## config.mk

```make
export PLATFORM = sky130hd
export DESIGN_NAME = word_fill_flat
export DESIGN_NICKNAME = d
export VERILOG_FILES = /design/src/common/out_stage_pkg.sv /design/src/common/ram_port_if.sv /design/src/hdl/word_fill.sv /design/src/flat_wrapper.sv
export VERILOG_INCLUDE_DIRS = /design/src /design/src/common
export SDC_FILE = /design/constraint.sdc
export NUM_CORES = 1
export LEC_CHECK = 0
export BUFFER_PORTS_ARGS = -buffer_cell sky130_fd_sc_hd__buf_2
export CAP_MARGIN = 30
export CORE_UTILIZATION = 42
export CTS_BUF_LIST = sky130_fd_sc_hd__clkbuf_2
export CTS_CLUSTER_DIAMETER = 50
export CTS_CLUSTER_SIZE = 28
export DETAILED_ROUTE_END_ITERATION = 10
export PLACE_DENSITY = 0.81
export SLEW_MARGIN = 20
export SYNTH_ARGS = -nofsm -noshare
export SYNTH_HDL_FRONTEND = slang
export SYNTH_SLANG_ARGS = --single-unit
```

## constraint.sdc

```tcl
create_clock -name iClock -period 1.7 [get_ports iClock]
set_input_delay 0.255 -clock iClock [delete_from_list [all_inputs] [get_ports iClock]]
set_output_delay 0.255 -clock iClock [all_outputs]
set_load 0.05 [all_outputs]
```

## src/common/out_stage_defs.svh

```systemverilog
// Bank geometry of the output stage. The depth is always a power of two set by the address width.
`ifndef OUT_STAGE_DEFS_SVH
`define OUT_STAGE_DEFS_SVH

// Address bits of one bank.
`define OUT_ADDR_W 10

// 16-bit words per bank.
`define OUT_DEPTH (1 << `OUT_ADDR_W)

`endif

```

## src/common/out_stage_pkg.sv

```systemverilog
// Shared types of the output stage. Coded words are fixed at 16 bits and beats at 32 bits.
package out_stage_pkg;

`include "out_stage_defs.svh"

    typedef logic [15:0] word_t;               // One coded word.
    typedef logic [31:0] beat_t;               // One output beat, two words.
    typedef logic [`OUT_ADDR_W-1:0] addr_t;    // Bank address.
    typedef logic [`OUT_ADDR_W:0] count_t;     // Word count, 0 up to a full bank.

    // Packs an address pair into one beat with the bytes of each word swapped.
    function automatic beat_t pack_beat(input word_t even_word, input word_t odd_word);
        return {odd_word[7:0], odd_word[15:8], even_word[7:0], even_word[15:8]};
    endfunction

endpackage

```

## src/common/ram_port_if.sv

```systemverilog
// One write port and one registered read port of a bank. Read data lags the address by one cycle.
`timescale 1ns/1ps

interface ram_port_if import out_stage_pkg::*; ();

    logic  we;
    addr_t waddr;
    word_t wdata;
    addr_t raddr;
    word_t rdata;

    modport user (
        output we,
        output waddr,
        output wdata,
        output raddr,
        input  rdata
    );

    modport ram (
        input  we,
        input  waddr,
        input  wdata,
        input  raddr,
        output rdata
    );

endinterface

```

## src/hdl/word_fill.sv

```systemverilog
// Fills the current bank from address 0; a frame may hold at most one bank of words.
`timescale 1ns/1ps
`include "out_stage_defs.svh"

module word_fill import out_stage_pkg::*; (
    input  logic     iClock,
    input  logic     reset,
    input  logic     enable,
    input  logic     clear,
    input  logic     word_valid,
    input  word_t    word_data,
    input  logic     frame_done,
    output count_t   fill_count,
    ram_port_if.user fill_a,
    ram_port_if.user fill_b
);

    count_t word_count;    // Words accepted in this frame.
    addr_t  next_addr;
    logic   we_a;
    logic   we_b;
    addr_t  wr_addr;
    word_t  wr_data;

    assign next_addr  = addr_t'(word_count);
    assign fill_count = word_count + count_t'(word_valid);    // Counts a word sent with frame_done.

    always_ff @(posedge iClock) begin
        if (reset) begin
            word_count <= '0;
            we_a       <= 1'b0;
            we_b       <= 1'b0;
        end else if (enable) begin
            if (clear) begin
                word_count <= '0;
                we_a       <= 1'b0;
                we_b       <= 1'b0;
            end else begin
                we_a <= word_valid && !next_addr[0];    // Even addresses use port a.
                we_b <= word_valid && next_addr[0];
                if (frame_done) begin
                    word_count <= '0;
                end else if (word_valid) begin
                    word_count <= word_count + 1'b1;
                end
            end
        end
    end

    always_ff @(posedge iClock) begin
        if (enable && word_valid) begin
            wr_addr <= next_addr;
            wr_data <= word_data;
        end
    end

    assign fill_a.we    = we_a && enable;
    assign fill_a.waddr = wr_addr;
    assign fill_a.wdata = wr_data;
    assign fill_a.raddr = '0;
    assign fill_b.we    = we_b && enable;
    assign fill_b.waddr = wr_addr;
    assign fill_b.wdata = wr_data;
    assign fill_b.raddr = '0;

    a_bank_not_full: assert property (
        @(posedge iClock) disable iff (reset)
        word_valid && enable && !clear |-> word_count < `OUT_DEPTH
    ) else $error("Word sent into a full bank.");

endmodule

```

## src/flat_wrapper.sv

```systemverilog
// flat-port wrapper written by rule: the top's interface ports become plain ports
module word_fill_flat import out_stage_pkg::*;
  (iClock, reset, enable, clear, word_valid, word_data, frame_done, fill_count, fill_a_we, fill_a_waddr, fill_a_wdata, fill_a_raddr, fill_a_rdata, fill_b_we, fill_b_waddr, fill_b_wdata, fill_b_raddr, fill_b_rdata);
  ram_port_if fill_a_i ();
  ram_port_if fill_b_i ();
  input  logic iClock;
  input  logic reset;
  input  logic enable;
  input  logic clear;
  input  logic word_valid;
  input  word_t word_data;
  input  logic frame_done;
  output count_t fill_count;
  output wire logic [$bits(fill_a_i.we)-1:0] fill_a_we;
  output wire logic [$bits(fill_a_i.waddr)-1:0] fill_a_waddr;
  output wire logic [$bits(fill_a_i.wdata)-1:0] fill_a_wdata;
  output wire logic [$bits(fill_a_i.raddr)-1:0] fill_a_raddr;
  input wire logic [$bits(fill_a_i.rdata)-1:0] fill_a_rdata;
  output wire logic [$bits(fill_b_i.we)-1:0] fill_b_we;
  output wire logic [$bits(fill_b_i.waddr)-1:0] fill_b_waddr;
  output wire logic [$bits(fill_b_i.wdata)-1:0] fill_b_wdata;
  output wire logic [$bits(fill_b_i.raddr)-1:0] fill_b_raddr;
  input wire logic [$bits(fill_b_i.rdata)-1:0] fill_b_rdata;
  assign fill_a_we = fill_a_i.we;
  assign fill_a_waddr = fill_a_i.waddr;
  assign fill_a_wdata = fill_a_i.wdata;
  assign fill_a_raddr = fill_a_i.raddr;
  assign fill_a_i.rdata = fill_a_rdata;
  assign fill_b_we = fill_b_i.we;
  assign fill_b_waddr = fill_b_i.waddr;
  assign fill_b_wdata = fill_b_i.wdata;
  assign fill_b_raddr = fill_b_i.raddr;
  assign fill_b_i.rdata = fill_b_rdata;
  word_fill u_core (.iClock(iClock), .reset(reset), .enable(enable), .clear(clear), .word_valid(word_valid), .word_data(word_data), .frame_done(frame_done), .fill_count(fill_count), .fill_a(fill_a_i), .fill_b(fill_b_i));
endmodule
```

==> flow_summary_export.csv <==
group,metric,value,unit
worst_setup_path,cp.arrival,1740,ps
final_layout,num-fill-cells,338,
final_layout,final_cell_mix,"buf_2 (75), edfxtp_1 (26), buf_4 (22), buf_6 (21), conb_1 (20)",
routing,firstDrtPassIters,9,
place,gp_congestion,0.856,
worst_setup_path,start_kind,"flop",
floorplan,die_x,70.5,µm
power,power.density,764,nW/µm²
floorplan,top_level_ports,139,
floorplan,start_util,44.4,%
clock_network,clkSinkCount,39,
clock_network,htree_levels,2,
worst_setup_path,criticalPathCategory,"reg2out",
sta,period_needed,1990,ps
sta,rsz0062_at_grt,"yes",
floorplan,rows,24,
global_routing,grt_pass1_vias,1332,
run_status,status,"complete, but fails checks",
worst_setup_path,cpLargestDelayFamily,"flip-flops",
worst_setup_path,endpoint_kind,"output port",
power,peakVddDrop,0.371,mV
synthesis,synthCells,176,
final_layout,area.growth.synth_to_final,50.7,%
worst_setup_path,crit_path_max_fanout,3,
worst_setup_path,cp_num_buf_inv,2,
final_layout,nets,338,
place,pre_cts_slack,-133,ps
clock_network,clockBufferDepth,2,
sta,clock_skew,6.96,ps
final_layout,antenna_cells,0,
routing,drt_iter0_drc,104,
clock_network,root_buffer,"clkbuf_2",
routing,wire_per_inst,14.2,µm
routing,routed_wl,4.74,mm
synthesis,synth_cell_type_count,39,
routing,vias,1622,
sta,min_period_over_period,117,%
floorplan,core-area,4440,µm²
floorplan,die_y,70.5,µm
clock_network,clock_insertion_delay_worst_skew,390,ps
power,leakage,1.32,nW
sta,worst_slack,-291,ps
global_routing,grt_first_pass_wirelength,6.27,mm
run_status,violations,"DRC, setup timing",
sta,setup_viol,10,
worst_setup_path,cp_slowest_cell,"dfxtp_4",
worst_setup_path,crit_chain,"ha_4, ha_4, nand3_4, nor2_4, buf_6, xor2_4, buf_6",
synthesis,synth-seq-area-share,52.8,%
job,drv_cap,0,
global_routing,antenna_found_initial,0,
worst_setup_path,cpPeakStageDelay,400,ps
place,hpwl,2.97,mm
synthesis,yosys_register_bits,39,
synthesis,syn_area_per_cell,11.2,µm²
clock_network,cts_tree,"yes",
final_layout,drive_gt1_share,57.7,%
routing,drtAntennaViolNets,0,
place,io_buffers,86,
min_path,hp-class,"in2reg",
sta,final-hold-violation-count,0,
routing,drc,26,
global_routing,grt_max_degree,17,
sta,max_freq,502,MHz
global_routing,grt_overflow,0,
final_layout,mostFrequentLayoutCell,"buf_2",
worst_setup_path,critPathRequiredTime,1440,ps
clock_network,clk_pin_slew,190,ps
sta,final_max_slew_viol_count,0,
clock_network,cts_made_buffers,5,
floorplan,dieArea,4980,µm²
routing,vias_per_cell,4.87,
synthesis,syn-cell-area,1970,µm²
synthesis,yosysWarnings,0,
power,total_power,2.27,mW
global_routing,groute.usage.overall,16.4,%
## power by group
part | internal, mW | switching (mW)
clock network | 0.403 | 0.303
logic | 0.0993 | 0.410
registers | 1.04 | 0.0139
## repair_timing
action | 4_1_cts | 5_1_grt
gates resized for setup | 44 | 29
endpoints found under the hold margin | 0 | 10
endpoints found under the setup margin | 11 | 14
setup buffers | 3 | 7
hold buffers | 0 | 10
pin swaps | 6 | 11
## worst register-to-register path, cell delays in order (launching register included)
cell and delay, ps:
dfxtp_4 400, buf_4 100, buf_6 110, ha_2 220
nand3_2 140, or4b_1 490, a31oi_1 180
## layout make-up
cell class / count / area (µm²) / area share (%)
Clock buffer: 6 / 30.0 / 1.01
Clock inverter: 2 / 60.1 / 2.02
Inverter: 6 / 22.5 / 0.758
Multi-Input combinational cell: 100 / 860 / 28.9
Sequential cell: 39 / 1060 / 35.6
Tap cell: 52 / 65.1 / 2.19
Timing Repair Buffer: 128 / 877 / 29.5
## state kept, by name (all words and copies together), names as in the netlist
| signal | count |
|---|---|
| u_core.fill_a.waddr | 10 |
| u_core.fill_a.wdata | 16 |
| u_core.we_a | 1 |
| u_core.we_b | 1 |
| u_core.word_count | 11 |
## worst paths after layout
check	start	endpoint	slack, ps	cells past startpoint
worst min-delay path	word_data[4]	u_core.fill_a.wdata[4]	20	1
worst max register to register	u_core.word_count[0]	u_core.word_count[6]	0	6
worst max-delay path	u_core.word_count[0]	fill_count[8]	-290	7
worst min register to register	u_core.we_a	u_core.we_a	480	2
## layer usage
metal  share of wire (%)  global-route usage [%]  wire length (µm)
met2                  54                    31.0              2580
met4                 1.9                    4.67                91
met3                 7.2                    3.99               343
met5                   0                       0                 0
met1                  36                    18.4              1720
## cells in the mapped netlist
| cell type | instances | share of area [%] |
|---|---|---|
| o31a_1 | 1 | 0.44 |
| nand4_1 | 2 | 0.63 |
| clkbuf_1 | 1 | 0.19 |
| ha_1 | 4 | 2.5 |
| or4b_1 | 1 | 0.51 |
| conb_1 | 1 | 0.19 |
| o31ai_1 | 2 | 0.76 |
| nand4_2 | 1 | 0.63 |
| buf_1 | 1 | 0.19 |
| buf_4 | 46 | 18 |
| and2_1 | 2 | 0.63 |
| a21oi_1 | 8 | 2.0 |
| and3_1 | 2 | 0.63 |
| a221oi_1 | 1 | 0.44 |
| nor2_1 | 5 | 0.95 |
| nand2_1 | 9 | 1.7 |
| o211ai_1 | 2 | 0.76 |
| nand2b_1 | 4 | 1.3 |
| nand3b_1 | 4 | 1.5 |
| or3_1 | 2 | 0.63 |
| a22oi_1 | 1 | 0.38 |
| buf_2 | 2 | 0.51 |
| o31ai_2 | 1 | 0.63 |
| mux2i_1 | 1 | 0.51 |
| or4_1 | 2 | 0.76 |
| edfxtp_1 | 26 | 40 |
| nor4_1 | 1 | 0.32 |
| xnor2_1 | 3 | 1.3 |
| o21ai_1 | 1 | 0.25 |
| nand3_1 | 5 | 1.3 |
| inv_1 | 6 | 1.1 |
| nand4bb_1 | 1 | 0.57 |
| nor3_1 | 3 | 0.76 |
| xor2_1 | 6 | 2.7 |
| dfxtp_1 | 13 | 13 |
| o21ai_0 | 1 | 0.25 |
| a31oi_1 | 2 | 0.63 |
| or3b_1 | 1 | 0.44 |
| and4bb_1 | 1 | 0.63 |
## per-stage QoR
step	hold WS, ps	cells	TNS [ps]	instance area (µm²)	utilization (%)
final	19.4	333	-2340	2970	66.9
after global routing	-3.55	333	-3080	2970	66.9
after detailed placement	433	305	-474	2430	54.6
after global placement	433	305	-448	2430	54.6
after CTS	17.4	316	-2040	2700	60.6
after floorplan	354	195	-678	2130	-
## cell families (layout without fill, tap and decap cells)
logic type      count (synthesis)  after routing  share of synthesized area [%]
buf+inv                        56            142                           19.5
simple gates                   46             46                           13.9
flops                          39             39                           52.8
compound gates                 20             20                           6.59
xor+xnor                        9              9                           4.00
fa+ha+maj                       4              4                           2.54
other cells                     1             20                          0.190
mux                             1              1                          0.507
No activity file was read; power rests on OpenSTA's default activity.
