==> src/common/out_stage_defs.svh <==
// Bank geometry of the output stage. The depth is always a power of two set by the address width.
`ifndef OUT_STAGE_DEFS_SVH
`define OUT_STAGE_DEFS_SVH

// Address bits of one bank.
`define OUT_ADDR_W 10

// 16-bit words per bank.
`define OUT_DEPTH (1 << `OUT_ADDR_W)

`endif

==> src/common/out_stage_pkg.sv <==
// Shared types of the output stage. Coded words are fixed at 16 bits and beats at 32 bits.
package out_stage_pkg;

`include "out_stage_defs.svh"

    typedef logic [15:0] word_t;               // One coded word.
    typedef logic [31:0] beat_t;               // One output beat, two words.
    typedef logic [`OUT_ADDR_W-1:0] addr_t;    // Bank address.
    typedef logic [`OUT_ADDR_W:0] count_t;     // Word count, 0 up to a full bank.

    // Packs an address pair into one beat with the bytes of each word swapped.
    function automatic beat_t pack_beat(input word_t even_word, input word_t odd_word);
        return {odd_word[7:0], odd_word[15:8], even_word[7:0], even_word[15:8]};
    endfunction

endpackage

==> src/common/ram_port_if.sv <==
// One write port and one registered read port of a bank. Read data lags the address by one cycle.
`timescale 1ns/1ps

interface ram_port_if import out_stage_pkg::*; ();

    logic  we;
    addr_t waddr;
    word_t wdata;
    addr_t raddr;
    word_t rdata;

    modport user (
        output we,
        output waddr,
        output wdata,
        output raddr,
        input  rdata
    );

    modport ram (
        input  we,
        input  waddr,
        input  wdata,
        input  raddr,
        output rdata
    );

endinterface

==> src/output_buffer/bank_switch.sv <==
// Ping-pong routing of two banks. The fill side follows the swap one cycle late to finish its last write.
`timescale 1ns/1ps

module bank_switch import out_stage_pkg::*; (
    input  logic     iClock,
    input  logic     reset,
    input  logic     enable,
    input  logic     clear,
    input  logic     frame_done,
    input  count_t   fill_count,
    ram_port_if.ram  fill_a,
    ram_port_if.ram  fill_b,
    ram_port_if.ram  drain_a,
    ram_port_if.ram  drain_b,
    ram_port_if.user bank0_a,
    ram_port_if.user bank0_b,
    ram_port_if.user bank1_a,
    ram_port_if.user bank1_b,
    output logic     drain_start,
    output count_t   drain_count,
    input  logic     drain_busy
);

    logic sel;         // 0 routes fill to bank 0 and drain to bank 1.
    logic fill_sel;    // Select seen by the fill side.
    logic swap;

    assign swap = frame_done && !clear && fill_count != '0;

    always_ff @(posedge iClock) begin
        if (reset) begin
            sel         <= 1'b0;
            fill_sel    <= 1'b0;
            drain_start <= 1'b0;
        end else if (enable) begin
            fill_sel    <= sel;
            drain_start <= swap;
            if (swap) begin
                sel <= !sel;
            end
        end
    end

    always_ff @(posedge iClock) begin
        if (enable && frame_done) begin
            drain_count <= fill_count;
        end
    end

    // Fill writes win a bank; the drain is idle in the one cycle where both point at it.
    assign bank0_a.we    = !fill_sel ? fill_a.we : (sel && drain_a.we);
    assign bank0_a.waddr = !fill_sel ? fill_a.waddr : drain_a.waddr;
    assign bank0_a.wdata = !fill_sel ? fill_a.wdata : drain_a.wdata;
    assign bank0_a.raddr = sel ? drain_a.raddr : fill_a.raddr;
    assign bank0_b.we    = !fill_sel ? fill_b.we : (sel && drain_b.we);
    assign bank0_b.waddr = !fill_sel ? fill_b.waddr : drain_b.waddr;
    assign bank0_b.wdata = !fill_sel ? fill_b.wdata : drain_b.wdata;
    assign bank0_b.raddr = sel ? drain_b.raddr : fill_b.raddr;

    assign bank1_a.we    = fill_sel ? fill_a.we : (!sel && drain_a.we);
    assign bank1_a.waddr = fill_sel ? fill_a.waddr : drain_a.waddr;
    assign bank1_a.wdata = fill_sel ? fill_a.wdata : drain_a.wdata;
    assign bank1_a.raddr = !sel ? drain_a.raddr : fill_a.raddr;
    assign bank1_b.we    = fill_sel ? fill_b.we : (!sel && drain_b.we);
    assign bank1_b.waddr = fill_sel ? fill_b.waddr : drain_b.waddr;
    assign bank1_b.wdata = fill_sel ? fill_b.wdata : drain_b.wdata;
    assign bank1_b.raddr = !sel ? drain_b.raddr : fill_b.raddr;

    assign drain_a.rdata = sel ? bank0_a.rdata : bank1_a.rdata;
    assign drain_b.rdata = sel ? bank0_b.rdata : bank1_b.rdata;
    assign fill_a.rdata  = fill_sel ? bank1_a.rdata : bank0_a.rdata;
    assign fill_b.rdata  = fill_sel ? bank1_b.rdata : bank0_b.rdata;

    // A swap during a drain would move the reader onto the bank being filled.
    a_no_swap_while_draining: assert property (
        @(posedge iClock) disable iff (reset)
        frame_done && enable && !clear |-> !(drain_busy || drain_start)
    ) else $error("frame_done arrived while a drain was running.");

endmodule

==> src/flat_wrapper.sv <==
// flat-port wrapper written by rule: the top's interface ports become plain ports
module bank_switch_flat import out_stage_pkg::*;
  (iClock, reset, enable, clear, frame_done, fill_count, drain_start, drain_count, drain_busy, fill_a_we, fill_a_waddr, fill_a_wdata, fill_a_raddr, fill_a_rdata, fill_b_we, fill_b_waddr, fill_b_wdata, fill_b_raddr, fill_b_rdata, drain_a_we, drain_a_waddr, drain_a_wdata, drain_a_raddr, drain_a_rdata, drain_b_we, drain_b_waddr, drain_b_wdata, drain_b_raddr, drain_b_rdata, bank0_a_we, bank0_a_waddr, bank0_a_wdata, bank0_a_raddr, bank0_a_rdata, bank0_b_we, bank0_b_waddr, bank0_b_wdata, bank0_b_raddr, bank0_b_rdata, bank1_a_we, bank1_a_waddr, bank1_a_wdata, bank1_a_raddr, bank1_a_rdata, bank1_b_we, bank1_b_waddr, bank1_b_wdata, bank1_b_raddr, bank1_b_rdata);
  ram_port_if fill_a_i ();
  ram_port_if fill_b_i ();
  ram_port_if drain_a_i ();
  ram_port_if drain_b_i ();
  ram_port_if bank0_a_i ();
  ram_port_if bank0_b_i ();
  ram_port_if bank1_a_i ();
  ram_port_if bank1_b_i ();
  input  logic iClock;
  input  logic reset;
  input  logic enable;
  input  logic clear;
  input  logic frame_done;
  input  count_t fill_count;
  output logic drain_start;
  output count_t drain_count;
  input  logic drain_busy;
  input wire logic [$bits(fill_a_i.we)-1:0] fill_a_we;
  input wire logic [$bits(fill_a_i.waddr)-1:0] fill_a_waddr;
  input wire logic [$bits(fill_a_i.wdata)-1:0] fill_a_wdata;
  input wire logic [$bits(fill_a_i.raddr)-1:0] fill_a_raddr;
  output wire logic [$bits(fill_a_i.rdata)-1:0] fill_a_rdata;
  input wire logic [$bits(fill_b_i.we)-1:0] fill_b_we;
  input wire logic [$bits(fill_b_i.waddr)-1:0] fill_b_waddr;
  input wire logic [$bits(fill_b_i.wdata)-1:0] fill_b_wdata;
  input wire logic [$bits(fill_b_i.raddr)-1:0] fill_b_raddr;
  output wire logic [$bits(fill_b_i.rdata)-1:0] fill_b_rdata;
  input wire logic [$bits(drain_a_i.we)-1:0] drain_a_we;
  input wire logic [$bits(drain_a_i.waddr)-1:0] drain_a_waddr;
  input wire logic [$bits(drain_a_i.wdata)-1:0] drain_a_wdata;
  input wire logic [$bits(drain_a_i.raddr)-1:0] drain_a_raddr;
  output wire logic [$bits(drain_a_i.rdata)-1:0] drain_a_rdata;
  input wire logic [$bits(drain_b_i.we)-1:0] drain_b_we;
  input wire logic [$bits(drain_b_i.waddr)-1:0] drain_b_waddr;
  input wire logic [$bits(drain_b_i.wdata)-1:0] drain_b_wdata;
  input wire logic [$bits(drain_b_i.raddr)-1:0] drain_b_raddr;
  output wire logic [$bits(drain_b_i.rdata)-1:0] drain_b_rdata;
  output wire logic [$bits(bank0_a_i.we)-1:0] bank0_a_we;
  output wire logic [$bits(bank0_a_i.waddr)-1:0] bank0_a_waddr;
  output wire logic [$bits(bank0_a_i.wdata)-1:0] bank0_a_wdata;
  output wire logic [$bits(bank0_a_i.raddr)-1:0] bank0_a_raddr;
  input wire logic [$bits(bank0_a_i.rdata)-1:0] bank0_a_rdata;
  output wire logic [$bits(bank0_b_i.we)-1:0] bank0_b_we;
  output wire logic [$bits(bank0_b_i.waddr)-1:0] bank0_b_waddr;
  output wire logic [$bits(bank0_b_i.wdata)-1:0] bank0_b_wdata;
  output wire logic [$bits(bank0_b_i.raddr)-1:0] bank0_b_raddr;
  input wire logic [$bits(bank0_b_i.rdata)-1:0] bank0_b_rdata;
  output wire logic [$bits(bank1_a_i.we)-1:0] bank1_a_we;
  output wire logic [$bits(bank1_a_i.waddr)-1:0] bank1_a_waddr;
  output wire logic [$bits(bank1_a_i.wdata)-1:0] bank1_a_wdata;
  output wire logic [$bits(bank1_a_i.raddr)-1:0] bank1_a_raddr;
  input wire logic [$bits(bank1_a_i.rdata)-1:0] bank1_a_rdata;
  output wire logic [$bits(bank1_b_i.we)-1:0] bank1_b_we;
  output wire logic [$bits(bank1_b_i.waddr)-1:0] bank1_b_waddr;
  output wire logic [$bits(bank1_b_i.wdata)-1:0] bank1_b_wdata;
  output wire logic [$bits(bank1_b_i.raddr)-1:0] bank1_b_raddr;
  input wire logic [$bits(bank1_b_i.rdata)-1:0] bank1_b_rdata;
  assign fill_a_i.we = fill_a_we;
  assign fill_a_i.waddr = fill_a_waddr;
  assign fill_a_i.wdata = fill_a_wdata;
  assign fill_a_i.raddr = fill_a_raddr;
  assign fill_a_rdata = fill_a_i.rdata;
  assign fill_b_i.we = fill_b_we;
  assign fill_b_i.waddr = fill_b_waddr;
  assign fill_b_i.wdata = fill_b_wdata;
  assign fill_b_i.raddr = fill_b_raddr;
  assign fill_b_rdata = fill_b_i.rdata;
  assign drain_a_i.we = drain_a_we;
  assign drain_a_i.waddr = drain_a_waddr;
  assign drain_a_i.wdata = drain_a_wdata;
  assign drain_a_i.raddr = drain_a_raddr;
  assign drain_a_rdata = drain_a_i.rdata;
  assign drain_b_i.we = drain_b_we;
  assign drain_b_i.waddr = drain_b_waddr;
  assign drain_b_i.wdata = drain_b_wdata;
  assign drain_b_i.raddr = drain_b_raddr;
  assign drain_b_rdata = drain_b_i.rdata;
  assign bank0_a_we = bank0_a_i.we;
  assign bank0_a_waddr = bank0_a_i.waddr;
  assign bank0_a_wdata = bank0_a_i.wdata;
  assign bank0_a_raddr = bank0_a_i.raddr;
  assign bank0_a_i.rdata = bank0_a_rdata;
  assign bank0_b_we = bank0_b_i.we;
  assign bank0_b_waddr = bank0_b_i.waddr;
  assign bank0_b_wdata = bank0_b_i.wdata;
  assign bank0_b_raddr = bank0_b_i.raddr;
  assign bank0_b_i.rdata = bank0_b_rdata;
  assign bank1_a_we = bank1_a_i.we;
  assign bank1_a_waddr = bank1_a_i.waddr;
  assign bank1_a_wdata = bank1_a_i.wdata;
  assign bank1_a_raddr = bank1_a_i.raddr;
  assign bank1_a_i.rdata = bank1_a_rdata;
  assign bank1_b_we = bank1_b_i.we;
  assign bank1_b_waddr = bank1_b_i.waddr;
  assign bank1_b_wdata = bank1_b_i.wdata;
  assign bank1_b_raddr = bank1_b_i.raddr;
  assign bank1_b_i.rdata = bank1_b_rdata;
  bank_switch u_core (.iClock(iClock), .reset(reset), .enable(enable), .clear(clear), .frame_done(frame_done), .fill_count(fill_count), .fill_a(fill_a_i), .fill_b(fill_b_i), .drain_a(drain_a_i), .drain_b(drain_b_i), .bank0_a(bank0_a_i), .bank0_b(bank0_b_i), .bank1_a(bank1_a_i), .bank1_b(bank1_b_i), .drain_start(drain_start), .drain_count(drain_count), .drain_busy(drain_busy));
endmodule
==> config.mk <==
export PLATFORM = sky130hd
export DESIGN_NAME = bank_switch_flat
export DESIGN_NICKNAME = d
export VERILOG_FILES = /design/src/common/out_stage_pkg.sv /design/src/common/ram_port_if.sv /design/src/output_buffer/bank_switch.sv /design/src/flat_wrapper.sv
export VERILOG_INCLUDE_DIRS = /design/src /design/src/common
export SDC_FILE = /design/constraint.sdc
export NUM_CORES = 1
export LEC_CHECK = 0
export BUFFER_PORTS_ARGS = -buffer_cell sky130_fd_sc_hd__clkbuf_2
export CAP_MARGIN = 20
export CORE_AREA = 10 10 170 172
export DETAILED_ROUTE_END_ITERATION = 8
export DIE_AREA = 0 0 180 182
export PLACE_DENSITY = 0.51
export SLEW_MARGIN = 20
export SYNTH_ARGS = -nofsm -noshare
export SYNTH_HDL_FRONTEND = slang
export SYNTH_SLANG_ARGS = --single-unit
==> constraint.sdc <==
create_clock -name iClock -period 1.45 [get_ports iClock]
set_clock_uncertainty 0.05 [all_clocks]
set_input_delay 0.3625 -clock iClock [delete_from_list [all_inputs] [get_ports iClock]]
set_output_delay 0.3625 -clock iClock [all_outputs]
set_load 0.05 [all_outputs]
==> flow_summary_export.csv <==
group,metric,value,unit
status,status,"complete, but fails checks",
status,failed_checks,"setup timing",
clock_tree,ctsHoldBuffers,0,
global_route,gr-usage-met3,0.0362,
logic_synthesis,syn_inst,272,
detailed_routing,routed_wl,21.7,mm
finish,antenna_cells,0,
timing,worst_slack,-456,ps
logic_synthesis,synth_top_area_share,0.762,
finish,nets,982,
critical_path,worstRegToRegCells,3,
logic_synthesis,syn_nets,501,
job,maxCapViolations,0,
finish,final_layout_size_suffix_gt1_frac,0.961,
timing,rsz0062_at_grt,"yes",
detailed_routing,firstDrtPassIters,4,
logic_synthesis,synth.cell_area,0.00308,sq mm
floorplanning,dieArea,0.0328,sq mm
logic_synthesis,synthMuxAreaShare,0.765,
clock_tree,cts_made_buffers,3,
timing,period_minus_slack,1910,ps
detailed_routing,num_vias,4320,
global_route,grtUsageMet1,0.111,
timing,hold_viol,0,
clock_tree,cts_sinks,14,
floorplanning,row_count,59,
logic_synthesis,synth_compound_gate_area_share,0.0171,
logic_synthesis,yosys.area_share.simple,0.0289,
clock_tree,root_buffer,"clkbuf_16",
global_route,grt_use_met2,0.228,
floorplanning,pin_count,453,
logic_synthesis,synth_top_area_cell,"mux2_2",
placed_design,gp_congestion,0.813,
hold_path,whs_path_depth,1,
finish,syn2layout_area_growth,184,%
floorplanning,initial_core_util,0.120,
floorplanning,core_area,0.0256,sq mm
timing,min_period_over_period,1.31,
logic_synthesis,ys_seq_area_frac,0.127,
placed_design,portBuffers,451,
logic_synthesis,avgSynthCellArea,11.3,sq um
clock_tree,clk_pin_slew,40,ps
detailed_routing,remaining_drc_errors,0,
timing,setup_tns,-82720,ps
clock_tree,cts_tree,"built",
logic_synthesis,synthAdderAreaFrac,0,
logic_synthesis,synth-xor-area-share,0,
power_and_ir_drop,power.leakage,4.39,nW
clock_tree,ctsHtreeMaxLevel,1,
floorplanning,die_w,180,um
global_route,grt_antenna_before_repair,1,
critical_path,required,1040,ps
global_route,grt_pass1_wl,29.8,mm
clock_tree,cts_buffer_depth,2,
critical_path,path_class,"reg2out",
timing,slew_headroom,0.743,
timing,setup_viol,212,
hold_path,min-delay-path-class,"in2reg",
global_route,track_usage,0.113,
critical_path,cp-end-kind,"output port",
placed_design,place_ws,-336,ps
global_route,grt_overflow,0,
logic_synthesis,synth_top_family_by_area,"multiplexers",
floorplanning,dieHeight,182,um
global_route,grt.busiest_layer,"met2",
critical_path,startpoint_type,"flip-flop",
logic_synthesis,ys_ff_latch,14,
finish,n_fill_cell,2485,
critical_path,arrival,1490,ps
detailed_routing,ant_nets,0,
placed_design,dp_hpwl,17.7,mm
global_route,grt_pass1_vias,4748,
power_and_ir_drop,p_per_area,693,mW/mm^2
detailed_routing,viasPerCell,3.97,
detailed_routing,dr.first_iter.drc_count,77,
logic_synthesis,yosysWarnings,0,
logic_synthesis,synth.distinct_cells,24,
power_and_ir_drop,ir_worst_vdd,0.407,mV
critical_path,worstPathMaxFanout,7,
timing,fmax,525,MHz
global_route,grt_start_max_net_pins,34,
logic_synthesis,synth_area_leaders,"mux2_2 76%, edfxtp_1 11%, buf_6 3.3%",
timing,drv_slew,0,
clock_tree,clock_latency,240,ps
detailed_routing,avgRoutedWirePerCell,19.9,um
timing,worst_pin_slew,382,ps
## synth_stat cells, drive strengths merged
cell type  count
and2           1
edfxtp        11
nor2           2
a2111o         1
nor4           2
nand3b         1
nor2b          1
o21ai          2
a21oi          1
buf           25
mux2         208
nand2          1
nor3           1
dfxtp          3
nand3          2
or4            1
a31o           1
a22o           2
nand4          2
inv            2
mux2i          1
nand2b         1
## power by group
part / internal [W] / total, W / switching, W
Sequential: 0.000462 / 0.000478 / 0.0000162
Combinational: 0.00223 / 0.00506 / 0.00282
Clock: 0.000370 / 0.000513 / 0.000143
## critical path, cell delays in order, from the launching register on
cell and delay (ps):
dfxtp_4 410, buf_6 120, buf_12 110, buf_16 120
mux2_4 310, clkbuf_16 170
## repair_timing
item / 4_1_cts / 5_1_grt
gates resized for setup: 314 / 280
buffers inserted: 3 / 7
endpoints found under the setup margin: 212 / 212
pin swaps: 0 / 1
gates cloned: 2 / 5
## registers in the layout, indices dropped and copies added (netlist names)
register	count
u_core.sel	1
u_core.drain_start	1
u_core.fill_sel	1
u_core.drain_count	11
## layout make-up
cell class	instances	area (sq um)	share of cell area
Tap cell	335	419	0.0480
Multi-Input combinational cell	231	3210	0.367
Inverter	2	7.51	0.000860
Sequential cell	14	398	0.0456
Clock buffer	4	78.8	0.00903
Timing Repair Buffer	501	4620	0.529
## through the flow
step / instance area (sq um) / cells / total power (W) / hold WS (ps) / utilization
2_1_floorplan: 3760 / 272 / 0.00345 / 382 / -
3_3_place_gp: 6620 / 1066 / 0.00447 / 410 / 0.259
3_5_place_dp: 6620 / 1066 / 0.00448 / 418 / 0.259
4_1_cts: 8070 / 1075 / 0.00562 / 264 / 0.315
5_1_grt: 8730 / 1087 / 0.00627 / 262 / 0.341
6_report: 8730 / 1087 / 0.00605 / 268 / 0.341
## routing by layer
metal	vias up	routed length (um)
li1	2013	-
met1	2049	7830
met2	246	11900
met3	10	1750
met4	2	166
met5	-	13
## cell families (layout without fill, tap and decap cells)
kind of cell / Yosys count / in the layout
flops: 14 / 14
simple gates: 15 / 15
buf+inv: 27 / 507
compound gates: 7 / 7
mux: 209 / 209
## path summary, 6_finish.rpt
check / start / end / slack (ps)
worst min register to register: u_core.drain_start / u_core.drain_start / 420
worst min-delay path: fill_count[2] / u_core.drain_count[2] / 270
worst max-delay path: u_core.sel / bank0_a_raddr[3] / -460
worst max register to register: u_core.sel / u_core.sel / 170
## layout by cell type (no fill, tap or decap), drive strengths merged
cell	synthesis	final
a31o	1	1
nand2b	1	1
a22o	2	2
dfxtp	3	3
buf	25	176
a2111o	1	1
nor2	2	2
nor3	1	1
and2	1	1
mux2i	1	1
clkbuf	0	329
nand4	2	2
or4	1	1
o21ai	2	2
a21oi	1	1
nand2	1	1
nand3b	1	1
mux2	208	208
nor2b	1	1
edfxtp	11	11
nor4	2	2
inv	2	2
nand3	2	2
No activity file was read; power rests on OpenSTA's default activity.
