### src/common/out_stage_defs.svh
// Bank geometry of the output stage. The depth is always a power of two set by the address width.
`ifndef OUT_STAGE_DEFS_SVH
`define OUT_STAGE_DEFS_SVH

// Address bits of one bank.
`define OUT_ADDR_W 10

// 16-bit words per bank.
`define OUT_DEPTH (1 << `OUT_ADDR_W)

`endif

### src/common/out_stage_pkg.sv
// Shared types of the output stage. Coded words are fixed at 16 bits and beats at 32 bits.
package out_stage_pkg;

`include "out_stage_defs.svh"

    typedef logic [15:0] word_t;               // One coded word.
    typedef logic [31:0] beat_t;               // One output beat, two words.
    typedef logic [`OUT_ADDR_W-1:0] addr_t;    // Bank address.
    typedef logic [`OUT_ADDR_W:0] count_t;     // Word count, 0 up to a full bank.

    // Packs an address pair into one beat with the bytes of each word swapped.
    function automatic beat_t pack_beat(input word_t even_word, input word_t odd_word);
        return {odd_word[7:0], odd_word[15:8], even_word[7:0], even_word[15:8]};
    endfunction

endpackage

### src/common/ram_port_if.sv
// One write port and one registered read port of a bank. Read data lags the address by one cycle.
`timescale 1ns/1ps

interface ram_port_if import out_stage_pkg::*; ();

    logic  we;
    addr_t waddr;
    word_t wdata;
    addr_t raddr;
    word_t rdata;

    modport user (
        output we,
        output waddr,
        output wdata,
        output raddr,
        input  rdata
    );

    modport ram (
        input  we,
        input  waddr,
        input  wdata,
        input  raddr,
        output rdata
    );

endinterface

### src/output_buffer/drain_reader.sv
// Drains one bank in address pairs with no back-pressure. Only enable can stall the stream.
`timescale 1ns/1ps

module drain_reader import out_stage_pkg::*; (
    input  logic     iClock,
    input  logic     reset,
    input  logic     enable,
    input  logic     clear,
    input  logic     drain_start,
    input  count_t   drain_count,
    ram_port_if.user drain_a,
    ram_port_if.user drain_b,
    output logic     drain_busy,
    output beat_t    data,
    output logic     valid
);

    logic   busy;          // A read pair is issued each cycle.
    addr_t  rd_addr;       // Even address of the pair being read.
    addr_t  shown_addr;    // Even address of the pair on the RAM outputs.
    count_t beats_left;
    addr_t  ram_addr;

    always_ff @(posedge iClock) begin
        if (reset) begin
            busy       <= 1'b0;
            valid      <= 1'b0;
            rd_addr    <= '0;
            shown_addr <= '0;
            beats_left <= '0;
        end else if (enable) begin
            shown_addr <= rd_addr;
            if (clear) begin
                busy  <= 1'b0;
                valid <= 1'b0;
            end else begin
                valid <= busy;
                if (drain_start) begin
                    busy       <= 1'b1;
                    rd_addr    <= '0;
                    beats_left <= (drain_count + 1'b1) >> 1;    // One beat per word pair.
                end else if (busy) begin
                    rd_addr    <= rd_addr + 2'd2;
                    beats_left <= beats_left - 1'b1;
                    if (beats_left == count_t'(1)) begin
                        busy <= 1'b0;
                    end
                end
            end
        end
    end

    // While frozen, the shown pair is read again so the RAM outputs hold still.
    assign ram_addr      = enable ? rd_addr : shown_addr;
    assign drain_a.raddr = ram_addr;
    assign drain_b.raddr = ram_addr | addr_t'(1);

    // The pair on the outputs is cleared as it leaves, so the bank is clean for reuse.
    assign drain_a.we    = valid && enable;
    assign drain_a.waddr = shown_addr;
    assign drain_a.wdata = '0;
    assign drain_b.we    = valid && enable;
    assign drain_b.waddr = shown_addr | addr_t'(1);
    assign drain_b.wdata = '0;

    assign data       = pack_beat(drain_a.rdata, drain_b.rdata);
    assign drain_busy = busy || valid;

    // Only the final beat may still show after the last pair is issued.
    a_no_valid_when_idle: assert property (
        @(posedge iClock) disable iff (reset) valid && !busy |-> beats_left == '0
    ) else $error("valid is high while the reader is idle with beats left.");

endmodule

### src/flat_wrapper.sv
// flat-port wrapper written by rule: the top's interface ports become plain ports
module drain_reader_flat import out_stage_pkg::*;
  (iClock, reset, enable, clear, drain_start, drain_count, drain_busy, data, valid, drain_a_we, drain_a_waddr, drain_a_wdata, drain_a_raddr, drain_a_rdata, drain_b_we, drain_b_waddr, drain_b_wdata, drain_b_raddr, drain_b_rdata);
  ram_port_if drain_a_i ();
  ram_port_if drain_b_i ();
  input  logic iClock;
  input  logic reset;
  input  logic enable;
  input  logic clear;
  input  logic drain_start;
  input  count_t drain_count;
  output logic drain_busy;
  output beat_t data;
  output logic valid;
  output wire logic [$bits(drain_a_i.we)-1:0] drain_a_we;
  output wire logic [$bits(drain_a_i.waddr)-1:0] drain_a_waddr;
  output wire logic [$bits(drain_a_i.wdata)-1:0] drain_a_wdata;
  output wire logic [$bits(drain_a_i.raddr)-1:0] drain_a_raddr;
  input wire logic [$bits(drain_a_i.rdata)-1:0] drain_a_rdata;
  output wire logic [$bits(drain_b_i.we)-1:0] drain_b_we;
  output wire logic [$bits(drain_b_i.waddr)-1:0] drain_b_waddr;
  output wire logic [$bits(drain_b_i.wdata)-1:0] drain_b_wdata;
  output wire logic [$bits(drain_b_i.raddr)-1:0] drain_b_raddr;
  input wire logic [$bits(drain_b_i.rdata)-1:0] drain_b_rdata;
  assign drain_a_we = drain_a_i.we;
  assign drain_a_waddr = drain_a_i.waddr;
  assign drain_a_wdata = drain_a_i.wdata;
  assign drain_a_raddr = drain_a_i.raddr;
  assign drain_a_i.rdata = drain_a_rdata;
  assign drain_b_we = drain_b_i.we;
  assign drain_b_waddr = drain_b_i.waddr;
  assign drain_b_wdata = drain_b_i.wdata;
  assign drain_b_raddr = drain_b_i.raddr;
  assign drain_b_i.rdata = drain_b_rdata;
  drain_reader u_core (.iClock(iClock), .reset(reset), .enable(enable), .clear(clear), .drain_start(drain_start), .drain_count(drain_count), .drain_a(drain_a_i), .drain_b(drain_b_i), .drain_busy(drain_busy), .data(data), .valid(valid));
endmodule
### config.mk
export PLATFORM = sky130hd
export DESIGN_NAME = drain_reader_flat
export DESIGN_NICKNAME = d
export VERILOG_FILES = /design/src/common/out_stage_pkg.sv /design/src/common/ram_port_if.sv /design/src/output_buffer/drain_reader.sv /design/src/flat_wrapper.sv
export VERILOG_INCLUDE_DIRS = /design/src /design/src/common
export SDC_FILE = /design/constraint.sdc
export NUM_CORES = 1
export LEC_CHECK = 0
export BUFFER_PORTS_ARGS = -buffer_cell sky130_fd_sc_hd__buf_2
export CORE_ASPECT_RATIO = 1.2
export CORE_UTILIZATION = 46
export DETAILED_ROUTE_END_ITERATION = 8
export PLACE_DENSITY = 0.86
export SLEW_MARGIN = 15
export SYNTH_ARGS = -nofsm -noshare
export SYNTH_HDL_FRONTEND = slang
export SYNTH_SLANG_ARGS = --single-unit
### constraint.sdc
create_clock -name iClock -period 4.15 [get_ports iClock]
set_input_delay 0.83 -clock iClock [delete_from_list [all_inputs] [get_ports iClock]]
set_output_delay 0.83 -clock iClock [all_outputs]
set_load 0.05 [all_outputs]
==> results of run 1 <==
per-stage QoR:
step                hold WS (ns)  setup slack [ns]  cells
floorplan                  0.440              1.30    321
global placement           0.462              1.60    346
detailed placement         0.468              1.58    346
CTS                        0.477              1.57    353
global route               0.481              1.53    353
finish                     0.481              1.59    353
cell usage after synthesis, types with 3 or more instances:
cell type   n
clkbuf_1    5
or3_1       6
nand3_1     6
o31ai_1     4
nand4_1     3
mux2_2      9
inv_1       7
and2_1     11
xor2_1      3
or4_1       8
nor2_1     14
a31oi_1     8
nand3b_1    3
o31a_1      3
buf_4      86
o21ai_0    13
ha_1        4
nand2_1    11
a21oi_1    10
nor3_1      3
nor4_1      4
dfxtp_1    32
power groups by stage:
| stage | Combinational (W) | Clock (W) | Sequential (W) |
|---|---|---|---|
| after detailed placement | 0.000159 | 0 | 0.000328 |
| after floorplan | 0.000241 | 0 | 0.000327 |
| after global placement | 0.000156 | 0 | 0.000328 |
| final | 0.000161 | 0.000219 | 0.000322 |
| after global routing | 0.000174 | 0.000241 | 0.000322 |
| after CTS | 0.000159 | 0.000229 | 0.000321 |
area by class of cell:
cell class              count  area share (%)
well taps                  60            3.29
clock buffers               6            3.18
multi-input cells         190            51.6
clock inverters             1           0.219
repair buffers             57            12.5
inverters                   7            1.15
flip-flops and latches     32            28.1
routing by layer:
layer	track usage, %	wire length [um]
met2	28.9	2160
met5	0	0
met4	8.13	93
met1	18.3	1780
met3	4.35	389
layout by cell type (no fill, tap or decap), drive strengths merged, types with 8 or more instances in the layout:
master | netlist | layout
nand2 | 11 | 11
a31oi | 8 | 8
o21ai | 14 | 14
buf | 86 | 57
conb | 2 | 34
nor2 | 14 | 14
dfxtp | 32 | 32
mux2 | 9 | 9
or4 | 8 | 8
a21oi | 10 | 10
and2 | 11 | 11
critical path, cell delays in order:
cell	delay, ns
buf_2	0.28
mux2_2	0.40
buf_2	0.21
kinds of logic (layout without fill, tap and decap cells):
family / count (synthesis) / count (layout) / synth area share, %
simple gates: 85 / 85 / 21.2
compound gates: 52 / 52 / 14.1
buf+inv: 99 / 71 / 29.1
flops: 32 / 32 / 26.8
other cells: 2 / 34 / 0.314
mux: 10 / 10 / 4.65
xor+xnor: 5 / 5 / 1.83
fa+ha+maj: 4 / 4 / 2.09
registers in the layout, indices dropped and copies added (netlist names):
register	count
u_core.beats_left	11
u_core.drain_a.waddr	10
u_core.rd_addr	9
u_core.busy	1
u_core.valid	1
path summary, 6_finish.rpt:
check,end,slack (ns)
worst min register to register,u_core.rd_addr[9],0.48
worst max register to register,u_core.beats_left[9],2.32
worst max-delay path,drain_a_raddr[5],1.59
worst min-delay path,u_core.rd_addr[9],0.48
==> reports/results.txt, run 1 <==
post-CTS setup buffers - 0
Row Count - 28
via count of the routed design - 1,882
total clock sinks - 32
Worst Hold Class - flop to flop
outcome - finished clean
Post-synth EDFFs - 0
Worst Setup Path Type - primary input to output pin
vias per cell - 5.33
worst-case clock buffer depth - 2
post-layout util - 45.9%
core area - 4970 um^2
yosys warns - 0
gr ovfl total - 0
Power Total - 0.000701 W
combinational share of power - 22.9%
H-tree lvl count - 2
post-DR wirelength/cell - 12.5 um
pwr dens - 307 nW/um^2
hold depth - 2
Final Cell Area - 2280 um^2
drt drc - 0
clock root buffer - clkbuf_8
fin nets - 345
Total GRT Usage - 16.6%
cts bufs inserted - 5
hpwl dp - 3380 um
largest net degree at the start of global routing - 23
count of different cell masters after synthesis - 49
slew margin rel. - 46.9%
Mapped Area - 2390 um^2
Hold-fix buffers, CTS - 0
Die W - 67.9 um
final hold violation count - 0
routability-driven placement congestion ratio - 0.822
leakage power - 1.07 nW
unrepaired setup endpoints after global routing - no
max-cap violations - 0
Psw - 0.000237 W
Area contributors post-synth - buf_4 27%, dfxtp_1 27%, mux2_2 4.2%, and2_1 2.9%, o21ai_0 2.7%
post-synthesis async set-or-reset flop share - 0%
IO buf count - 57
Seq pwr share - 45.9%
CP max FO - 17
R2R depth - 4
R2R Path Start - u_core.beats_left[0]
TritonCTS clock tree - built
WP data arrival - 1.73 ns
area of the multi-input gates - 1180 um^2
initial antenna violation count - 0
Least-Margin Pin Slew - 0.792 ns
Clock Skew - 0.00310 ns
Die H - 81.0 um
CP endpoint kind - output pin
Critical path origin - enable
Avg Cell Area, Syn - 8.28 um^2
area of the die - 5500 um^2
sequential share of the synthesized area - 26.8%
Peak Freq - 391 MHz
launching element type of the critical path - primary input
post-CTS sizing - 0
Ports - 156
Starting DRT DRC Count - 90
Register Area - 641 um^2
worst skew pair latency - 0.28 ns
post-synthesis instance total - 289
initial core utilization - 48.1%
first-pass GRT wire length - 6910 um
Pins Over Slew Limit - 0
final setup fails - 0
Area after DPL - 2200 um^2
Tcrit/Tclk final - 61.7%
dominant synthesized flop cell - dfxtp_1
DR pass1 iterations - 4
number of diodes - 0
Fill cells - 506
switching share of power - 33.8%
Final Critical Period - 2.56 ns
Yosys top cell by area - buf_4
post-route setup TNS - 0 ns
Worst IR Drop VDD - 121 uV
internal cell power - 0.000465 W
clock slew at reported path FFs - 0.06 ns
Area Growth Syn to Fin - -4.65%
Critical Path RT - 3.32 ns
ratio of cells with drive above 1 in the final layout - 26.6%
share of Yosys cell area claimed by the top area cell type - 27.0%
vias in the first global route - 1,573
Synth Register Bits - 32
Total Wirelength - 4420 um
ANT nets after route - 0
Hold Startpoint - u_core.rd_addr[9]
Clock power frac - 31.3%
No activity file was read; power rests on OpenSTA's default activity.
==> inputs of run 2 (changes only) <==
--- a/config.mk
+++ b/config.mk
@@ -8,9 +8,9 @@
 export LEC_CHECK = 0
 export BUFFER_PORTS_ARGS = -buffer_cell sky130_fd_sc_hd__buf_2
 export CORE_ASPECT_RATIO = 1.2
-export CORE_UTILIZATION = 46
+export CORE_UTILIZATION = 39
 export DETAILED_ROUTE_END_ITERATION = 8
-export PLACE_DENSITY = 0.86
+export PLACE_DENSITY = 0.78
 export SLEW_MARGIN = 15
 export SYNTH_ARGS = -nofsm -noshare
 export SYNTH_HDL_FRONTEND = slang
==> constraint.sdc (replaced) <==
create_clock -name iClock -period 2.1 [get_ports iClock]
set_input_delay 0.42 -clock iClock [delete_from_list [all_inputs] [get_ports iClock]]
set_output_delay 0.42 -clock iClock [all_outputs]
set_load 0.05 [all_outputs]
==> reports/results.txt, run 2 (synthesis results as in run 1) <==
outcome - finished clean
area of the die - 6460 um^2 (+17%)
fin nets - 348 (+0.87%)
clock root buffer - clkbuf_8
Power Total - 0.00144 W (+110%)
pwr dens - 616 nW/um^2 (+100%)
slew margin rel. - 51.6% (+4.7 points)
Area Growth Syn to Fin - -2.14%
H-tree lvl count - 2 (unchanged)
Total GRT Usage - 13.9% (-2.7 points)
CP endpoint kind - output pin
Die W - 73.5 um (+8.3%)
Total Wirelength - 4710 um (+6.6%)
post-route setup TNS - 0 ns (unchanged)
Peak Freq - 571 MHz
CP delay by family, top - buffers and inverters
R2R Path Start - u_core.beats_left[0]
Row Count - 30 (+7.1%)
initial antenna violation count - 0 (unchanged)
Hold-fix buffers, CTS - 0 (unchanged)
core area - 5780 um^2 (+16%)
Worst Setup Path Type - primary input to output pin
max FFs per register - 11 (unchanged)
Critical Path RT - 1.68 ns (-1.64 ns)
Least-Margin Pin Slew - 0.721 ns (-0.0703 ns)
ratio of cells with drive above 1 in the final layout - 27.3% (+0.65 points)
first-pass GRT wire length - 7110 um (+2.9%)
Hold Startpoint - u_core.beats_left[10]
initial core utilization - 41.4% (-6.7 points)
unrepaired setup endpoints after global routing - no
vias per cell - 5.06 (-5.0%)
worst-case clock buffer depth - 2 (unchanged)
max-cap violations - 0 (unchanged)
Tcrit/Tclk final - 83.4%
Critical path origin - enable
cts bufs inserted - 5 (unchanged)
TritonCTS clock tree - built
Pins Over Slew Limit - 0 (unchanged)
drt drc - 0 (unchanged)
Starting DRT DRC Count - 113 (+26%)
ANT nets after route - 0 (unchanged)
routability-driven placement congestion ratio - 0.863 (+5.0%)
leakage power - 1.09 nW (+1.7%)
Worst IR Drop VDD - 219 uV (+81%)
Die H - 87.8 um (+8.4%)
clock slew at reported path FFs - 0.06 ns (about the same)
Buf/Inv on CP - 3 (+1)
final setup fails - 0 (unchanged)
Biggest register - u_core.beats_left
post-CTS setup buffers - 0 (unchanged)
Worst path most repeated cell - buf_2
WP data arrival - 1.33 ns (-0.40 ns)
Final Critical Period - 1.75 ns
WL met3 - 474 um (+22%)
CP cell instances - buf_2, buf_4, mux2_2, buf_2
IO buf count - 57 (unchanged)
Worst Hold Class - flop to flop
Clock Skew - 0.00730 ns (+0.00420 ns)
crit-path max cell delay - 0.38 ns (-0.02 ns)
Fill cells - 618 (+22%)
hpwl dp - 3540 um (+4.5%)
post-CTS sizing - 0 (unchanged)
gr ovfl total - 0 (unchanged)
met1 wire length - 1950 um (+9.4%)
routed wl met2 - 2240 um (+3.6%)
Ports - 156 (unchanged)
worst skew pair latency - 0.28 ns (about the same)
commonest non-fill, non-tap cell in the layout - buf_2
launching element type of the critical path - primary input
number of diodes - 0 (unchanged)
CP max stage cell - mux2_2
final hold violation count - 0 (unchanged)
largest net degree at the start of global routing - 23 (unchanged)
total clock sinks - 32 (unchanged)
highest routed layer - met4
vias in the first global route - 1,590 (+1.1%)
most frequent cells in the layout - 57 x buf_2, 34 x conb_1, 32 x dfxtp_1
via count of the routed design - 1,909 (+1.4%)
post-DR wirelength/cell - 12.5 um (-0.22%)
CP max FO - 16 (-1)
DR pass1 iterations - 4 (unchanged)
-- run 2: changes by cell type in the layout (fill, tap and decap cells not counted) --
cell / delta
clkinv_2: -1
clkbuf_1: +1
clkbuf_8: +1
buf_4: +3
-- run 2: metrics by stage --
stage	instances	instance area [um^2]	util [%]	hold WS (ns)	setup slack (ns)
2_1_floorplan	321	2510	-	0.440	0.0735
3_3_place_gp	369	2250	39.0	0.463	0.248
3_5_place_dp	369	2250	39.0	0.468	0.172
4_1_cts	377	2340	40.5	0.481	0.337
5_1_grt	377	2340	40.5	0.494	0.306
6_report	377	2340	40.5	0.483	0.348
-- run 2: metal layers --
layer / vias to the layer above / track usage, %
li1: 923 / -
met1: 874 / 16.8
met2: 96 / 23.2
met3: 16 / 4.60
met4: 0 / 4.55
met5: - / 0
-- run 2: worst min-delay path: cells and delay by family, from the launching register on --
kind               cells  cell delay [ns]
AOI/OAI and AO/OA      2             0.11
DFF                    1             0.32
-- run 2: power breakdown --
group          total [W]  switching [W]  internal (W)
logic           0.000325       0.000247     0.0000779
registers       0.000636      0.0000152      0.000621
clock network   0.000483       0.000216      0.000267
-- run 2: layout make-up --
cell class              count  area (um^2)  area share, %
multi-input cells         190         1180           50.3
inverters                   7         26.3           1.12
clock buffers               8         90.1           3.85
well taps                  80          100           4.27
repair buffers             60          308           13.1
flip-flops and latches     32          641           27.4
-- run 2: final timing paths --
path	to	cells past startpoint	slack (ns)
max	drain_b_raddr[3]	4	0.35
min	u_core.beats_left[10]	2	0.48
max reg2reg	u_core.beats_left[7]	4	0.35
min reg2reg	u_core.beats_left[10]	2	0.48
==> inputs of run 3 (changes only) <==
==> constraint.sdc (replaced) <==
create_clock -name iClock -period 1.55 [get_ports iClock]
set_input_delay 0.31 -clock iClock [delete_from_list [all_inputs] [get_ports iClock]]
set_output_delay 0.31 -clock iClock [all_outputs]
set_load 0.05 [all_outputs]
==> reports/results.txt, run 3 (synthesis results as in run 1) <==
outcome - complete, but fails checks
failing checks - negative setup slack
Worst Setup Path Type - flop to flop
WP data arrival - 1.81 ns (+0.48 ns)
Area after DPL - 2520 um^2 (+12%)
launching element type of the critical path - flop
via count of the routed design - 2,039 (+6.8%)
hpwl dp - 3840 um (+8.6%)
number of diodes - 0 (unchanged)
clock slew at reported path FFs - 0.07 ns (about the same)
Ports - 156 (unchanged)
H-tree lvl count - 2 (unchanged)
Hold-fix buffers, CTS - 0 (unchanged)
Fill cells - 565 (-8.6%)
Clock Skew - 0.00414 ns (-0.00316 ns)
ratio of cells with drive above 1 in the final layout - 43.5% (+16 points)
drt drc - 0 (unchanged)
Peak Freq - 608 MHz
area of the multi-input gates - 1270 um^2 (+8.3%)
cts bufs inserted - 5 (unchanged)
pwr dens - 795 nW/um^2 (+29%)
R2R Path Start - u_core.beats_left[0]
Register Area - 654 um^2 (+2.1%)
Final Critical Period - 1.65 ns
worst-case clock buffer depth - 2 (unchanged)
Critical path origin - u_core.beats_left[0]
post-route setup TNS - -0.197 ns (-0.197 ns)
gr ovfl total - 0 (unchanged)
leakage power - 1.32 nW (+21%)
Final Cell Area - 2780 um^2 (+19%)
largest net degree at the start of global routing - 21 (-8.7%)
TritonCTS clock tree - built
post-DR wirelength/cell - 12.8 um (+2.8%)
Biggest register - u_core.beats_left
CP max FO - 4 (-12)
area of the die - 6460 um^2 (unchanged)
total clock sinks - 32 (unchanged)
initial core utilization - 41.4% (unchanged)
critical path endpoint - u_core.beats_left[7]
vias per cell - 4.96 (-2.0%)
Die H - 87.8 um (unchanged)
Tcrit/Tclk final - 106%
Total GRT Usage - 15.5% (+1.5 points)
fin nets - 382 (+9.8%)
initial antenna violation count - 0 (unchanged)
final hold violation count - 0 (unchanged)
DR pass1 iterations - 4 (unchanged)
Reg2Reg Setup Slack - -0.1 ns (-0.44 ns)
final setup fails - 3 (+3)
vias in the first global route - 1,782 (+12%)
Row Count - 30 (unchanged)
Starting DRT DRC Count - 62 (-45%)
ANT nets after route - 0 (unchanged)
combinational share of power - 25.8% (+3.3 points)
Area Growth Syn to Fin - 16.3%
RR Endpoint - u_core.beats_left[7]
Die W - 73.5 um (unchanged)
IO buf count - 57 (unchanged)
Psw - 0.000699 W (+46%)
Total Wirelength - 5280 um (+12%)
Clock power frac - 35.3% (+1.9 points)
CP endpoint kind - flop
unrepaired setup endpoints after global routing - yes
worst hold margin - 0.388 ns (-0.0947 ns)
Seq pwr share - 38.9% (-5.1 points)
worst skew pair latency - 0.28 ns (about the same)
internal cell power - 0.00151 W (+57%)
switching share of power - 31.6% (-1.5 points)
max FFs per register - 11 (unchanged)
max-cap violations - 0 (unchanged)
post-layout util - 48.1% (+7.6 points)
routability-driven placement congestion ratio - 0.898 (+4.0%)
Critical Path RT - 1.71 ns (+0.03 ns)
Power Total - 0.00221 W (+53%)
most frequent cells in the layout - 50 x buf_2, 36 x buf_4, 34 x conb_1
final setup margin - -0.0952 ns (-0.443 ns)
commonest non-fill, non-tap cell in the layout - buf_2
R2R depth - 4 (unchanged)
Pins Over Slew Limit - 0 (unchanged)
Worst IR Drop VDD - 380 uV (+74%)
clock root buffer - clkbuf_8
core area - 5780 um^2 (unchanged)
Worst Hold Class - primary input to flop
first-pass GRT wire length - 7800 um (+9.7%)
==> run 3: stage by stage <==
stage               setup WS (ns)  cells
finish                    -0.0952    411
global placement          -0.0917    402
floorplan                 -0.0863    321
CTS                       -0.0764    410
global route               -0.159    411
detailed placement         -0.148    402
==> run 3: worst max-delay path, cell delays in order, from the launching register on <==
cell	delay, ns
dfxtp_2	0.34
or4_4	0.56
o41a_1	0.34
o31ai_2	0.19
a211oi_1	0.09
==> run 3: power groups by stage <==
stage	Clock (W)	Sequential, W	Combinational (W)
global route	0.000844	0.000862	0.000614
finish	0.000781	0.000861	0.000571
global placement	0	0.000874	0.000510
floorplan	0	0.000876	0.000651
CTS	0.000794	0.000857	0.000525
detailed placement	0	0.000874	0.000518
==> run 3: metal layers <==
metal / part of all wire [%] / GRT usage [%]
met4: 2.0 / 7.69
met1: 40 / 17.7
met5: 0 / 0
met2: 51 / 26.5
met3: 7.1 / 3.91
==> run 3: worst min-delay path by stage <==
stage | startpoint | end | slack (ns) | cells after the start
CTS | reset | u_core.rd_addr[2] | 0.37 | 2
finish | reset | u_core.rd_addr[2] | 0.39 | 2
floorplan | reset | u_core.beats_left[7] | 0.38 | 1
detailed placement | u_core.rd_addr[9] | u_core.rd_addr[9] | 0.47 | 2
global placement | u_core.rd_addr[9] | u_core.rd_addr[9] | 0.47 | 2
global route | reset | u_core.beats_left[1] | 0.40 | 2
==> run 3: what timing repair did <==
item	in CTS	in global routing
setup endpoints to repair	8	31
hold endpoints to repair	0	0
resized for setup	5	43
cloned	0	0
pin swaps	0	4
setup buffers	0	1
==> run 3: final cells by class <==
cell class / instances / area share, %
Tap cell: 80 / 3.60
Inverter: 7 / 1.12
Clock inverter: 2 / 1.26
Timing Repair Buffer: 94 / 22.1
Clock buffer: 6 / 2.61
Multi-Input combinational cell: 190 / 45.8
Sequential cell: 32 / 23.5
